### src/common/cpu_pkg.sv
package cpu_pkg;

	localparam int XLEN = 32;
	localparam int NREGS = 16;
	localparam int SEL_W = 4;
	localparam logic [XLEN-1:0] RESET_PC = '0;

	typedef logic [XLEN-1:0] word_t;
	typedef logic [3:0] reg_addr_t;
	typedef logic [SEL_W-1:0] sel_t;
	typedef logic [2:0] ccr_t; // ltu, lt, eq

	typedef enum logic [3:0] {
		T_INH = 4'h0,
		T_CMP = 4'h3,
		T_ALU = 4'h7,
		T_LDI = 4'h8,
		T_LOAD = 4'h9,
		T_STORE = 4'ha,
		T_BRANCH = 4'hb
	} insn_type_e;

	typedef enum logic [2:0] {
		ALU_ADD = 3'd0,
		ALU_SUB = 3'd1,
		ALU_AND = 3'd2,
		ALU_OR = 3'd3,
		ALU_XOR = 3'd4,
		ALU_SHL = 3'd5,
		ALU_SHR = 3'd6
	} alu_func_e;

	typedef enum logic [1:0] {
		MEM_WORD = 2'd0,
		MEM_HALF = 2'd1,
		MEM_BYTE = 2'd2
	} mem_size_e;

	typedef enum logic [1:0] {
		PC_HOLD = 2'd0,
		PC_NEXT = 2'd1,
		PC_REL = 2'd2
	} pc_sel_e;

	typedef enum logic [3:0] {
		S_RESET,
		S_FETCH,
		S_FETCH_WAIT,
		S_EVAL,
		S_ALU,
		S_ALU_EXEC,
		S_ALU_WB,
		S_LDI,
		S_CMP,
		S_BRANCH,
		S_LOAD,
		S_STORE,
		S_MEM_WAIT,
		S_LOAD_WB,
		S_HALT
	} ctrl_state_e;

	// register write-back sources
	localparam logic [1:0] RSRC_ALU = 2'd0;
	localparam logic [1:0] RSRC_IMM = 2'd1;
	localparam logic [1:0] RSRC_LOAD = 2'd2;

	typedef struct packed {
		logic cyc;
		logic stb;
		logic we;
		sel_t sel;
		logic [XLEN-3:0] adr; // word address
		word_t dat;
	} wb_req_t;

	typedef struct packed {
		logic ack;
		word_t dat;
	} wb_rsp_t;

	typedef struct packed {
		logic a_write;
		logic b_write;
		reg_addr_t rd_addr1;
		reg_addr_t rd_addr2;
		logic reg_write;
		logic [1:0] reg_src;
		alu_func_e alu_func;
		logic imm_sel;
		logic ccr_write;
		pc_sel_e pc_sel;
		logic mar_write;
		logic mdr_write;
	} dp_ctrl_t;

endpackage

### src/control/cpu_control.sv
module cpu_control import cpu_pkg::*; (
	input logic clk_i,
	input logic rst_i,
	input word_t ir,
	input ccr_t ccr,
	output dp_ctrl_t dp_ctrl,
	output logic fetch_start,
	input logic fetch_done,
	output logic mem_start,
	input logic mem_done,
	output logic mem_we,
	output mem_size_e mem_size,
	output logic halted
);

	ctrl_state_e state;
	ctrl_state_e state_next;
	insn_type_e ir_type;
	logic [3:0] ir_op;
	reg_addr_t ir_rb;
	reg_addr_t ir_rc;
	logic ccr_ltu;
	logic ccr_lt;
	logic ccr_eq;
	logic take_branch;

	assign ir_type = insn_type_e'(ir[31:28]);
	assign ir_op = ir[27:24];
	assign ir_rb = ir[19:16];
	assign ir_rc = ir[15:12];
	assign {ccr_ltu, ccr_lt, ccr_eq} = ccr;

	assign fetch_start = (state == S_FETCH);
	assign mem_start = (state == S_LOAD) || (state == S_STORE);
	assign mem_we = (ir_type == T_STORE);
	assign mem_size = mem_size_e'(ir_op[1:0]);
	assign halted = (state == S_HALT);

	always_comb
	begin
		case (ir_op)
			4'h0: take_branch = 1'b1; // bra
			4'h1: take_branch = ccr_eq;
			4'h2: take_branch = !ccr_eq;
			4'h3: take_branch = !(ccr_ltu || ccr_eq); // bgtu
			4'h4: take_branch = !(ccr_lt || ccr_eq);
			4'h5: take_branch = !ccr_lt;
			4'h6: take_branch = ccr_lt || ccr_eq;
			4'h7: take_branch = ccr_lt;
			4'h8: take_branch = !ccr_ltu; // bgeu
			4'h9: take_branch = ccr_ltu;
			4'ha: take_branch = ccr_ltu || ccr_eq;
			default: take_branch = 1'b0;
		endcase
	end

	always_ff @(posedge clk_i or posedge rst_i)
	begin
		if (rst_i)
			state <= S_RESET;
		else
			state <= state_next;
	end

	always_comb
	begin
		state_next = state;
		dp_ctrl = '{a_write: 1'b0, b_write: 1'b0, rd_addr1: ir[23:20], rd_addr2: ir_rb,
			reg_write: 1'b0, reg_src: RSRC_ALU, alu_func: ALU_ADD, imm_sel: 1'b0,
			ccr_write: 1'b0, pc_sel: PC_HOLD, mar_write: 1'b0, mdr_write: 1'b0};
		case (state)
			S_RESET: state_next = S_FETCH;
			S_FETCH: state_next = S_FETCH_WAIT;
			S_FETCH_WAIT:
			begin
				if (fetch_done)
				begin
					dp_ctrl.pc_sel = PC_NEXT;
					state_next = S_EVAL;
				end
			end
			S_EVAL:
			begin
				dp_ctrl.a_write = 1'b1; // A <= ra
				dp_ctrl.b_write = 1'b1; // B <= rb
				case (ir_type)
					T_INH: state_next = (ir_op == 4'h0) ? S_FETCH : S_HALT; // nop, else halt
					T_CMP: state_next = (ir_op == 4'h0) ? S_CMP : S_HALT;
					T_ALU: state_next = (ir_op[2:0] != 3'd7) ? S_ALU : S_HALT;
					T_LDI: state_next = S_LDI;
					T_LOAD: state_next = (ir_op < 4'h3) ? S_LOAD : S_HALT;
					T_STORE: state_next = (ir_op < 4'h3) ? S_STORE : S_HALT;
					T_BRANCH: state_next = (ir_op <= 4'ha) ? S_BRANCH : S_HALT;
					default: state_next = S_HALT;
				endcase
			end
			S_ALU:
			begin
				dp_ctrl.rd_addr1 = ir_rb;
				dp_ctrl.rd_addr2 = ir_rc;
				dp_ctrl.a_write = 1'b1;
				dp_ctrl.b_write = 1'b1;
				state_next = S_ALU_EXEC;
			end
			S_ALU_EXEC:
			begin
				dp_ctrl.alu_func = alu_func_e'(ir_op[2:0]);
				dp_ctrl.imm_sel = ir_op[3];
				state_next = S_ALU_WB;
			end
			S_ALU_WB:
			begin
				dp_ctrl.reg_write = 1'b1;
				state_next = S_FETCH;
			end
			S_LDI:
			begin
				dp_ctrl.reg_write = 1'b1;
				dp_ctrl.reg_src = RSRC_IMM;
				state_next = S_FETCH;
			end
			S_CMP:
			begin
				dp_ctrl.ccr_write = 1'b1;
				state_next = S_FETCH;
			end
			S_BRANCH:
			begin
				dp_ctrl.pc_sel = take_branch ? PC_REL : PC_HOLD;
				state_next = S_FETCH;
			end
			S_LOAD, S_STORE:
			begin
				dp_ctrl.imm_sel = 1'b1; // rb plus offset
				dp_ctrl.mar_write = 1'b1;
				dp_ctrl.mdr_write = (state == S_STORE);
				state_next = S_MEM_WAIT;
			end
			S_MEM_WAIT:
			begin
				if (mem_done)
					state_next = mem_we ? S_FETCH : S_LOAD_WB;
			end
			S_LOAD_WB:
			begin
				dp_ctrl.reg_write = 1'b1;
				dp_ctrl.reg_src = RSRC_LOAD;
				state_next = S_FETCH;
			end
			default: state_next = S_HALT;
		endcase
	end

	assert property (@(posedge clk_i) disable iff (rst_i) !$isunknown(state));
	assert property (@(posedge clk_i) disable iff (rst_i)
		mem_done |-> (state == S_MEM_WAIT));
	assert property (@(posedge clk_i) disable iff (rst_i)
		fetch_done |-> (state == S_FETCH_WAIT));

endmodule

### src/datapath/cpu_datapath.sv
module cpu_datapath import cpu_pkg::*; (
	input logic clk_i,
	input logic rst_i,
	input dp_ctrl_t dp_ctrl,
	input word_t ir,
	input word_t load_data,
	output word_t pc,
	output word_t mar,
	output word_t mdr,
	output ccr_t ccr
);

	word_t regs [NREGS];
	word_t a;
	word_t b;
	word_t simm;
	word_t uimm;
	word_t alu_a;
	word_t alu_b;
	word_t alu_result;
	word_t alu_q;
	word_t wb_data;
	logic [XLEN:0] diff;
	reg_addr_t wr_addr;

	assign simm = {{16{ir[15]}}, ir[15:0]};
	assign uimm = {16'h0000, ir[15:0]};
	assign wr_addr = ir[23:20];

	assign alu_a = dp_ctrl.mar_write ? b : a; // address states use rb as base
	assign alu_b = dp_ctrl.imm_sel ? simm : b;

	always_comb
	begin
		case (dp_ctrl.alu_func)
			ALU_ADD: alu_result = alu_a + alu_b;
			ALU_SUB: alu_result = alu_a - alu_b;
			ALU_AND: alu_result = alu_a & alu_b;
			ALU_OR: alu_result = alu_a | alu_b;
			ALU_XOR: alu_result = alu_a ^ alu_b;
			ALU_SHL: alu_result = alu_a << alu_b[4:0];
			ALU_SHR: alu_result = alu_a >> alu_b[4:0]; // logical
			default: alu_result = alu_a;
		endcase
	end

	always_comb
	begin
		case (dp_ctrl.reg_src)
			RSRC_IMM: wb_data = uimm;
			RSRC_LOAD: wb_data = load_data;
			default: wb_data = alu_q;
		endcase
	end

	assign diff = {1'b0, a} - {1'b0, b};

	always_ff @(posedge clk_i or posedge rst_i)
	begin
		if (rst_i)
		begin
			for (int i = 0; i < NREGS; i++)
				regs[i] <= '0;
			pc <= RESET_PC;
			ccr <= '0;
		end
		else
		begin
			if (dp_ctrl.reg_write)
				regs[wr_addr] <= wb_data;
			case (dp_ctrl.pc_sel)
				PC_NEXT: pc <= pc + 32'd4;
				PC_REL: pc <= pc + {simm[XLEN-3:0], 2'b00};
				default: pc <= pc;
			endcase
			if (dp_ctrl.ccr_write)
				ccr <= {diff[XLEN], (a[XLEN-1] ^ b[XLEN-1]) ? a[XLEN-1] : diff[XLEN-1],
					diff[XLEN-1:0] == '0};
		end
	end

	always_ff @(posedge clk_i)
	begin
		if (dp_ctrl.a_write)
			a <= regs[dp_ctrl.rd_addr1];
		if (dp_ctrl.b_write)
			b <= regs[dp_ctrl.rd_addr2];
		alu_q <= alu_result;
		if (dp_ctrl.mar_write)
			mar <= alu_result;
		if (dp_ctrl.mdr_write)
			mdr <= a; // ra for stores
	end

endmodule

### src/verilog/fetch_port.sv
module fetch_port import cpu_pkg::*; (
	input logic clk_i,
	input logic rst_i,
	input logic fetch_start,
	input word_t pc,
	output wb_req_t req,
	input logic ack,
	input word_t rdata,
	output logic fetch_done,
	output word_t ir
);

	logic busy;

	assign fetch_done = busy && ack;
	assign req = '{cyc: busy, stb: busy, we: 1'b0, sel: '1, adr: pc[XLEN-1:2], dat: '0};

	always_ff @(posedge clk_i or posedge rst_i)
	begin
		if (rst_i)
			busy <= 1'b0;
		else if (fetch_start)
			busy <= 1'b1;
		else if (fetch_done)
			busy <= 1'b0;
	end

	always_ff @(posedge clk_i)
	begin
		if (fetch_done)
			ir <= rdata;
	end

	// pc must not move under an open read
	assert property (@(posedge clk_i) disable iff (rst_i)
		(req.stb && !ack) |=> (req.stb && req.cyc && $stable(req.adr)));

endmodule

### src/verilog/data_port.sv
module data_port import cpu_pkg::*; (
	input logic clk_i,
	input logic rst_i,
	input logic mem_start,
	input logic mem_we,
	input mem_size_e mem_size,
	input word_t addr,
	input word_t wdata,
	output wb_req_t req,
	input logic ack,
	input word_t rdata,
	output logic mem_done,
	output word_t load_data
);

	logic busy;
	sel_t sel;
	word_t wdata_lanes;
	word_t extracted;
	logic [1:0] lane;

	assign lane = 2'd3 - addr[1:0]; // byte 0 sits in the top lane

	always_comb
	begin
		case (mem_size)
			MEM_HALF:
			begin
				sel = addr[1] ? 4'b0011 : 4'b1100;
				wdata_lanes = {2{wdata[15:0]}};
				extracted = {16'h0000, addr[1] ? rdata[15:0] : rdata[31:16]};
			end
			MEM_BYTE:
			begin
				sel = 4'b1000 >> addr[1:0];
				wdata_lanes = {4{wdata[7:0]}};
				extracted = {24'h000000, rdata[{lane, 3'b000} +: 8]};
			end
			default:
			begin
				sel = '1;
				wdata_lanes = wdata;
				extracted = rdata;
			end
		endcase
	end

	assign mem_done = busy && ack;
	assign req = '{cyc: busy, stb: busy, we: mem_we, sel: sel, adr: addr[XLEN-1:2],
		dat: wdata_lanes};

	always_ff @(posedge clk_i or posedge rst_i)
	begin
		if (rst_i)
			busy <= 1'b0;
		else if (mem_start)
			busy <= 1'b1;
		else if (mem_done)
			busy <= 1'b0;
	end

	always_ff @(posedge clk_i)
	begin
		if (mem_done && !mem_we)
			load_data <= extracted;
	end

	// request frozen until ack
	assert property (@(posedge clk_i) disable iff (rst_i)
		(req.cyc && !ack) |=> (req.cyc && $stable(req)));

endmodule

### src/verilog/bus_arbiter.sv
module bus_arbiter import cpu_pkg::*; (
	input logic clk_i,
	input logic rst_i,
	input wb_req_t fetch_req,
	input wb_req_t data_req,
	output logic fetch_ack,
	output logic data_ack,
	output wb_req_t bus_req,
	input logic bus_ack
);

	logic owner_valid;
	logic owner_data;
	logic active;
	logic grant_data;

	// owner keeps the bus until it drops cyc
	assign active = owner_valid && (owner_data ? data_req.cyc : fetch_req.cyc);
	assign grant_data = active ? owner_data : data_req.cyc; // data first when idle

	assign bus_req = grant_data ? data_req : fetch_req;
	assign data_ack = bus_ack && grant_data && data_req.cyc;
	assign fetch_ack = bus_ack && !grant_data && fetch_req.cyc;

	always_ff @(posedge clk_i or posedge rst_i)
	begin
		if (rst_i)
		begin
			owner_valid <= 1'b0;
			owner_data <= 1'b0;
		end
		else
		begin
			owner_valid <= bus_req.cyc;
			owner_data <= grant_data;
		end
	end

	// grant stays put for an open cycle
	assert property (@(posedge clk_i) disable iff (rst_i)
		(bus_req.cyc && !bus_ack) |=> (bus_req.cyc && $stable(grant_data)));

endmodule

### src/verilog/cpu_top.sv
module cpu_top import cpu_pkg::*; (
	input logic clk_i,
	input logic rst_i,
	output wb_req_t bus_req,
	input wb_rsp_t bus_rsp,
	output logic halted
);

	word_t ir;
	ccr_t ccr;
	dp_ctrl_t dp_ctrl;
	logic fetch_start;
	logic fetch_done;
	logic mem_start;
	logic mem_done;
	logic mem_we;
	mem_size_e mem_size;
	word_t pc;
	word_t mar;
	word_t mdr;
	word_t load_data;
	wb_req_t fetch_req;
	wb_req_t data_req;
	logic fetch_ack;
	logic data_ack;

	cpu_control control_i (
		.clk_i(clk_i),
		.rst_i(rst_i),
		.ir(ir),
		.ccr(ccr),
		.dp_ctrl(dp_ctrl),
		.fetch_start(fetch_start),
		.fetch_done(fetch_done),
		.mem_start(mem_start),
		.mem_done(mem_done),
		.mem_we(mem_we),
		.mem_size(mem_size),
		.halted(halted)
	);

	cpu_datapath datapath_i (
		.clk_i(clk_i),
		.rst_i(rst_i),
		.dp_ctrl(dp_ctrl),
		.ir(ir),
		.load_data(load_data),
		.pc(pc),
		.mar(mar),
		.mdr(mdr),
		.ccr(ccr)
	);

	fetch_port fetch_i (
		.clk_i(clk_i),
		.rst_i(rst_i),
		.fetch_start(fetch_start),
		.pc(pc),
		.req(fetch_req),
		.ack(fetch_ack),
		.rdata(bus_rsp.dat),
		.fetch_done(fetch_done),
		.ir(ir)
	);

	data_port data_i (
		.clk_i(clk_i),
		.rst_i(rst_i),
		.mem_start(mem_start),
		.mem_we(mem_we),
		.mem_size(mem_size),
		.addr(mar),
		.wdata(mdr),
		.req(data_req),
		.ack(data_ack),
		.rdata(bus_rsp.dat),
		.mem_done(mem_done),
		.load_data(load_data)
	);

	bus_arbiter arbiter_i (
		.clk_i(clk_i),
		.rst_i(rst_i),
		.fetch_req(fetch_req),
		.data_req(data_req),
		.fetch_ack(fetch_ack),
		.data_ack(data_ack),
		.bus_req(bus_req),
		.bus_ack(bus_rsp.ack)
	);

endmodule

### config.mk
export PLATFORM = sky130hd
export DESIGN_NAME = cpu_top
export DESIGN_NICKNAME = d
export VERILOG_FILES = /design/src/common/cpu_pkg.sv /design/src/control/cpu_control.sv /design/src/datapath/cpu_datapath.sv /design/src/verilog/fetch_port.sv /design/src/verilog/data_port.sv /design/src/verilog/bus_arbiter.sv /design/src/verilog/cpu_top.sv
export SDC_FILE = /design/constraint.sdc
export NUM_CORES = 2
export LEC_CHECK = 0
export BUFFER_PORTS_ARGS = -buffer_cell sky130_fd_sc_hd__buf_4
export CAP_MARGIN = 5
export CORE_MARGIN = 4
export CORE_UTILIZATION = 43
export DETAILED_ROUTE_END_ITERATION = 12
export PLACE_DENSITY = 0.66
export SYNTH_ARGS = -nofsm -noshare
export SYNTH_HDL_FRONTEND = slang
export SYNTH_SLANG_ARGS = --single-unit
### constraint.sdc
create_clock -name clk_i -period 32.2 [get_ports clk_i]
set_input_delay 1.61 -clock clk_i [delete_from_list [all_inputs] [get_ports clk_i]]
set_output_delay 1.61 -clock clk_i [all_outputs]
set_load 0.02 [all_outputs]
# After elaboration in Yosys (flattened, before gate mapping)
# Index checks and enable logic that the tools add are counted.
[op_classes] bitwise=7 shifts=4 reduce_logical=32 eq_ne=45 order_cmp=6 n_addsub=6 n_mux=50
[ops] cell="bitwise mux 512 bit" n=1
[ops] cell="binary-select mux 32 bit (select 4 bit)" n=2
[ops] cell="one-hot mux 32 bit (2 select lines)" n=4
[ops] cell="two-way mux 32 bit" n=7
[ops] cell="one-hot mux 32 bit (7 select lines)" n=1
[ops] cell="demux 32 bit (select 4 bit)" n=1
[ops] cell="two-way mux 69 bit" n=1
[ops] cell="adder 32 bit" n=2
[ops] cell="equality test 4 bit, second input constant" n=14
[ops] cell="equality test 4 x 3 -> 1 bit, second input constant" n=9
[ops] cell="subtractor 32 x 32 -> 33 bit" n=1
[ops] cell="adder 32 x 3 -> 32 bit, second input constant" n=1
[ops] cell="bitwise AND 32 bit" n=1
[ops] cell="zero test 32 bit" n=1
[ops] cell="bitwise OR 32 bit" n=1
[ops] cell="one-hot mux 4 bit (8 select lines)" n=1
[ops] cell="indexed part select 32 x 6 -> 8 bit" n=1
[ops] cell="left shift 32 x 5 -> 32 bit" n=1
[ops] cell=">> shifter 32 x 5 -> 32 bit" n=1
[ops] cell="subtractor 32 bit" n=1
[ops] cell="bitwise XOR 32 bit" n=1
[ops] cell="one-hot mux 4 bit (7 select lines)" n=1
[ops] cell="two-way mux 4 bit" n=6
[ops] cell="equality test 4 x 2 -> 1 bit, second input constant" n=5
[ops] cell="35 further kinds" n=85
[totals] out_inout_bits=70 reg_bits=779

# Longest topological paths before layout
[depth] word_depth=11 mapped_depth=26 depth_no_buf=22

# Cells and area by module
# From an unflattened synthesis, not the netlist that was laid out.
[hier_totals] cells_unflattened=5069 hier_area_um2=50200.6
[modules_own_cells] module="cpu_datapath" seq_area_each_um2=18122.4 area_per_inst_um2=43477.9 cells_per_inst=4300 instances=1
[modules_own_cells] module="data_port" seq_area_each_um2=985.9 area_per_inst_um2=2287.2 cells_per_inst=228 instances=1
[modules_own_cells] module="bus_arbiter" seq_area_each_um2=50.0 area_per_inst_um2=2135.8 cells_per_inst=328 instances=1
[modules_own_cells] module="fetch_port" seq_area_each_um2=985.9 area_per_inst_um2=1534.0 cells_per_inst=108 instances=1
[modules_own_cells] module="cpu_control" seq_area_each_um2=100.1 area_per_inst_um2=765.7 cells_per_inst=105 instances=1

# Worst setup path after synthesis
# Ideal clock, no wire load.
[synth_timing] path_kind="register to register" startpoint="reg control_i.state[3]" endpoint="reg datapath_i.mar[30] (data pin)" path_stages_with_launch=27 synth_period_minus_slack_ns=5.747 arrival_ns=5.480 required_time_ns=31.933 setup_ns=0.267 setup_slack_ns=26.453 path_buffers=5 path_cell_list="dfrtp_1 buf_6 nand4bb_1 buf_2 o21ai_4 mux2i_1 buf_4 buf_2 buf_2 ha_1 and3_1 nor2b_1 and3_1 and2_1 a31oi_2 nor2_1 xnor2_1 ha_1 and3_1 a211o_1 a21oi_1 and3b_1 a21oi_1 a221oi_1 nor4_1 a41oi_1 nand3_1"
[synth_via] elab_chain_cells=6
[synth_lines] element="from (decl)" line="cpu_control.sv:16" text="ctrl_state_e state;"
[synth_lines] element="from (signal assigned)" line="cpu_control.sv:62" text="state <= state_next;"
[synth_lines] element="equality test 4 bit" line="cpu_control.sv:71" text="case (state)"
[synth_lines] element="OR reduction 2 bit" line="cpu_control.sv:71"
[synth_lines] element="one-hot mux 1 bit (2 select lines) / two-way mux 2 bit (equally long branches)" line="cpu_control.sv:71"
[synth_lines] element="two-way mux 32 bit, on equally long branches" line="cpu_datapath.sv:31, cpu_datapath.sv:30"
[synth_lines] element="subtractor 32 bit, or another cell as far along" line="cpu_datapath.sv:37" text="ALU_SUB: alu_result = alu_a - alu_b;"
[synth_lines] element="one-hot mux 32 bit (7 select lines) (*)" line="cpu_datapath.sv:35" text="case (dp_ctrl.alu_func)"
[synth_lines] element="via datapath_i.alu_result[30]" line="cpu_datapath.sv:20" text="word_t alu_result;"
[synth_lines] element="to (signal assigned)" line="cpu_datapath.sv:90" text="mar <= alu_result;"
[synth_lines] element="to (decl)" line="cpu_datapath.sv:8" text="output word_t mar,"
# The timed path passes the listed nets; every way through them passes the cells marked *.
# A chain may end at the register's enable or synchronous reset.

# Worst setup path in the final report
[layout_timing] startpoint="reg control_i.state[3]" endpoint="reg datapath_i.mar[28] (data pin)"
# Same word-level chain as after synthesis.

==> run summary <==
sequential share of power: 28.2%
ys flop type: dfrtp_1
Die Y: 342 µm
DR vias: 40,600
CP Cell Sequence: nand4bb_1 -> o21ai_4 -> buf_4 -> mux2i_4 -> buf_4 -> ha_1 -> and3_1 -> nor2b_1 -> and3_1 -> and2_1 -> a31oi_2 -> nor2_1 -> xnor2_1 -> ha_1 -> and3_1 -> a211o_1 -> a21oi_1 -> and3b_1 -> a21oi_1 -> a221oi_1 -> xnor2_1 -> nand2_1 -> a32oi_1
initial antenna violation count: 18
ys async rst share: 71.2%
Final setup viols: 0
cell area after placement: 50,400 µm²
Worst-Margin Slew: 1.26 ns
Worst Path Buf+Inv: 2
Synth warnings: 0
fin area: 53,500 µm²
post-DR vias/cell: 6.26
Clock Skews: 0.0701 ns
# hold bufs at CTS: 0
average size of a mapped cell: 9.67 µm²
Starting Density: 43.4%
# DRC: 0
post-CTS sizing: 0
fin. max-slew vios: 0
Setup Crit Path Kind: reg -> reg
CTS clk-pin slew, worst paths: 0.06 ns
commonest non-fill, non-tap cell in the layout: nand2_1
post-synth top area share: 28.8%
layout cells sized above 1: 14.1%
die area: 117,000 µm²
PwrDens: 114 nW/µm²
fin crit period: 7.48 ns
die width: 342 µm
WL/cell: 27.4 µm
Post-synth EDFFs: 192
Top cell by count, worst path: and3_1
cell taking the most area after synthesis: dfrtp_1
Setup TNS Final: 0 ns
clock root cell: clkbuf_16
most frequent cells in the layout: nand2_1 (964), o21ai_0 (680), dfrtp_1 (553)
CORE AREA: 111,000 µm²
Worst Setup End Kind: register
Internal: 3.24 mW
Cells after Synth: 4,968
io pins: 105
CTS tree: done
power share of the clock group: 17.2%
max_cap viols: 0
multi-input logic area: 26,000 µm²
CTS sink cnt: 777
final worst-path cycle share: 23.2%
Final GP Congestion: 1.02
drt first pass iters: 8
Critical Path Start Type: register
clock latency on the worst-skew pair: 0.69 ns
register area share after synthesis: 42.1%
antenna violation net count after detailed routing: 0
#FFs+latches synth: 777
global-route wire length before repair: 261 mm
Post-DP HPWL: 120 mm
Synth area leaders: dfrtp_1 (29%), edfxtp_1 (12%), mux4_2 (12%)
max incr delay on CP: 0.72 ns
logic gate share of total power: 54.5%
H-tree Lvls: 3
outcome: finished, final reports clean
total global routing overflow: 0
Worst slew margin: 15.0%
Leak Pwr: 22.4 nW
CP top delay family: simple AND/OR/NAND/NOR gates
Post-Syn Area: 48,100 µm²
Port-buffer cells: 104
Arrival @ worst endpoint: 7.91 ns
Cell variety after synth: 85
Hold Path Class: reg -> reg
clk buf depth: 3
NumNets Final: 5,122
P_sw: 2.85 mW
postcts setup bufs: 0
syn nets: 5,174
cell row count: 122
Slowest-stage cell, CP: nand4bb_1
CP required: 32.63 ns
final hold vios: 0
filler cell count: 10,200
Sw Share: 46.8%
Layout area overhead: 11.3%
FF/Latch Area: 20,200 µm²
worst ir drop on vdd: 58.0 µV
largest net degree at the start of global routing: 165
vias in the first global route: 38,800
maximum fanout along the worst path: 41
GRT Total Usage: 29.9%
total CTS buffers: 87
Post-Route WL: 178 mm
Max Clock Freq: 134 MHz
RSZ-0062 raised after global routing: false
DR iter-0 viols: 4,179
[cells in the mapped netlist (54+ instances only)]
cell and number:
a31oi_1 94, buf_2 54, nor3_1 54, o21ai_0 686, a21oi_1 261, ha_1 167, mux2i_1 167, inv_1 139
xnor2_1 66, edfxtp_1 192, mux4_2 256, nor2_1 160, nand3_1 58, nand2_1 974, a211oi_1 115, clkbuf_1 284
dfrtp_1 553, and2_1 85
[logic make-up (layout without fill, tap and decap cells)]
logic type,count (synthesis),after routing,share of synthesized area (%)
buf+inv,520,540,4.30
compound gates,1437,1437,17.6
other cells,0,7,0
flops,777,777,42.1
mux,441,441,15.9
simple gates,1525,1525,13.7
fa+ha+maj,173,173,4.56
xor+xnor,95,95,1.73
[area by class of cell]
cell class	instances	area share, %
repair buffers	233	3.39
clock inverters	39	0.920
diodes	7	0.0328
inverters	146	1.04
well taps	1488	3.48
multi-input cells	3671	48.6
clock buffers	122	4.72
flip-flops and latches	777	37.9
[worst reg2reg max path, cell delays in order (launching register included)]
cell and delay (ns):
dfrtp_1 0.61, nand4bb_1 0.72, o21ai_4 0.32, buf_4 0.44, mux2i_4 0.31, buf_4 0.53
ha_1 0.31, and3_1 0.25, nor2b_1 0.31, and3_1 0.28, and2_1 0.19, a31oi_2 0.19
nor2_1 0.20, xnor2_1 0.09, ha_1 0.41, and3_1 0.22, a211o_1 0.28, a21oi_1 0.33
and3b_1 0.22, a21oi_1 0.11, a221oi_1 0.42, xnor2_1 0.17, nand2_1 0.07, a32oi_1 0.29
[power groups by stage]
stage	logic (mW)	registers, mW	clock network, mW
global placement	3.21	1.70	0
global route	3.56	1.75	1.10
CTS	3.24	1.71	1.06
finish	3.32	1.72	1.05
detailed placement	3.22	1.72	0
floorplan	2.23	1.57	0
[sequential cells by signal (all words and copies together) (netlist names), 32 cells and up]
signal            flops
datapath_i.regs     512
data_i.load_data     32
datapath_i.a         32
datapath_i.alu_q     32
datapath_i.b         32
datapath_i.mar       32
datapath_i.mdr       32
fetch_i.ir           32
[metrics by stage]
| step | setup slack [ns] | total power, mW | utilization, % | instances | hold WS, ns |
|---|---|---|---|---|---|
| 5_1_grt | 24.48 | 6.41 | 48.2 | 6477 | 0.475 |
| 4_1_cts | 24.89 | 6.01 | 48.2 | 6474 | 0.462 |
| 3_3_place_gp | 25.01 | 4.91 | 45.5 | 6313 | 0.439 |
| 3_5_place_dp | 24.96 | 4.94 | 45.5 | 6313 | 0.448 |
| 2_1_floorplan | 15.13 | 3.80 | - | 4968 | 0.426 |
| 6_report | 24.72 | 6.09 | 48.2 | 6483 | 0.462 |
[worst paths after layout]
kind	cells past startpoint	slack [ns]	end	start
min in group asynchronous	2	1.04	datapath_i.regs[91]$_DFFE_PP0P_	rst_i
max reg2reg	23	24.72	datapath_i.mar[28]$_DFFE_PP_	control_i.state[3]$_DFFE_PP0P_
max in group asynchronous	5	27.89	datapath_i.pc[29]$_DFFE_PP0P_	rst_i
max	23	24.72	datapath_i.mar[28]$_DFFE_PP_	control_i.state[3]$_DFFE_PP0P_
min	0	0.46	datapath_i.mdr[0]$_DFFE_PP_	datapath_i.a[0]$_DFFE_PP_
min reg2reg	0	0.46	datapath_i.mdr[0]$_DFFE_PP_	datapath_i.a[0]$_DFFE_PP_
[routing by layer]
layer	share of wire, %	wire length [µm]	vias up	GRT usage (%)
met5	0.019	34	-	0
met4	4.7	8390	6	13.2
met3	10	18700	443	7.72
met2	44	78400	2076	45.1
met1	41	72400	20000	40.7
li1	-	-	18000	-
Note: power is estimated with default switching activity, not from simulation.
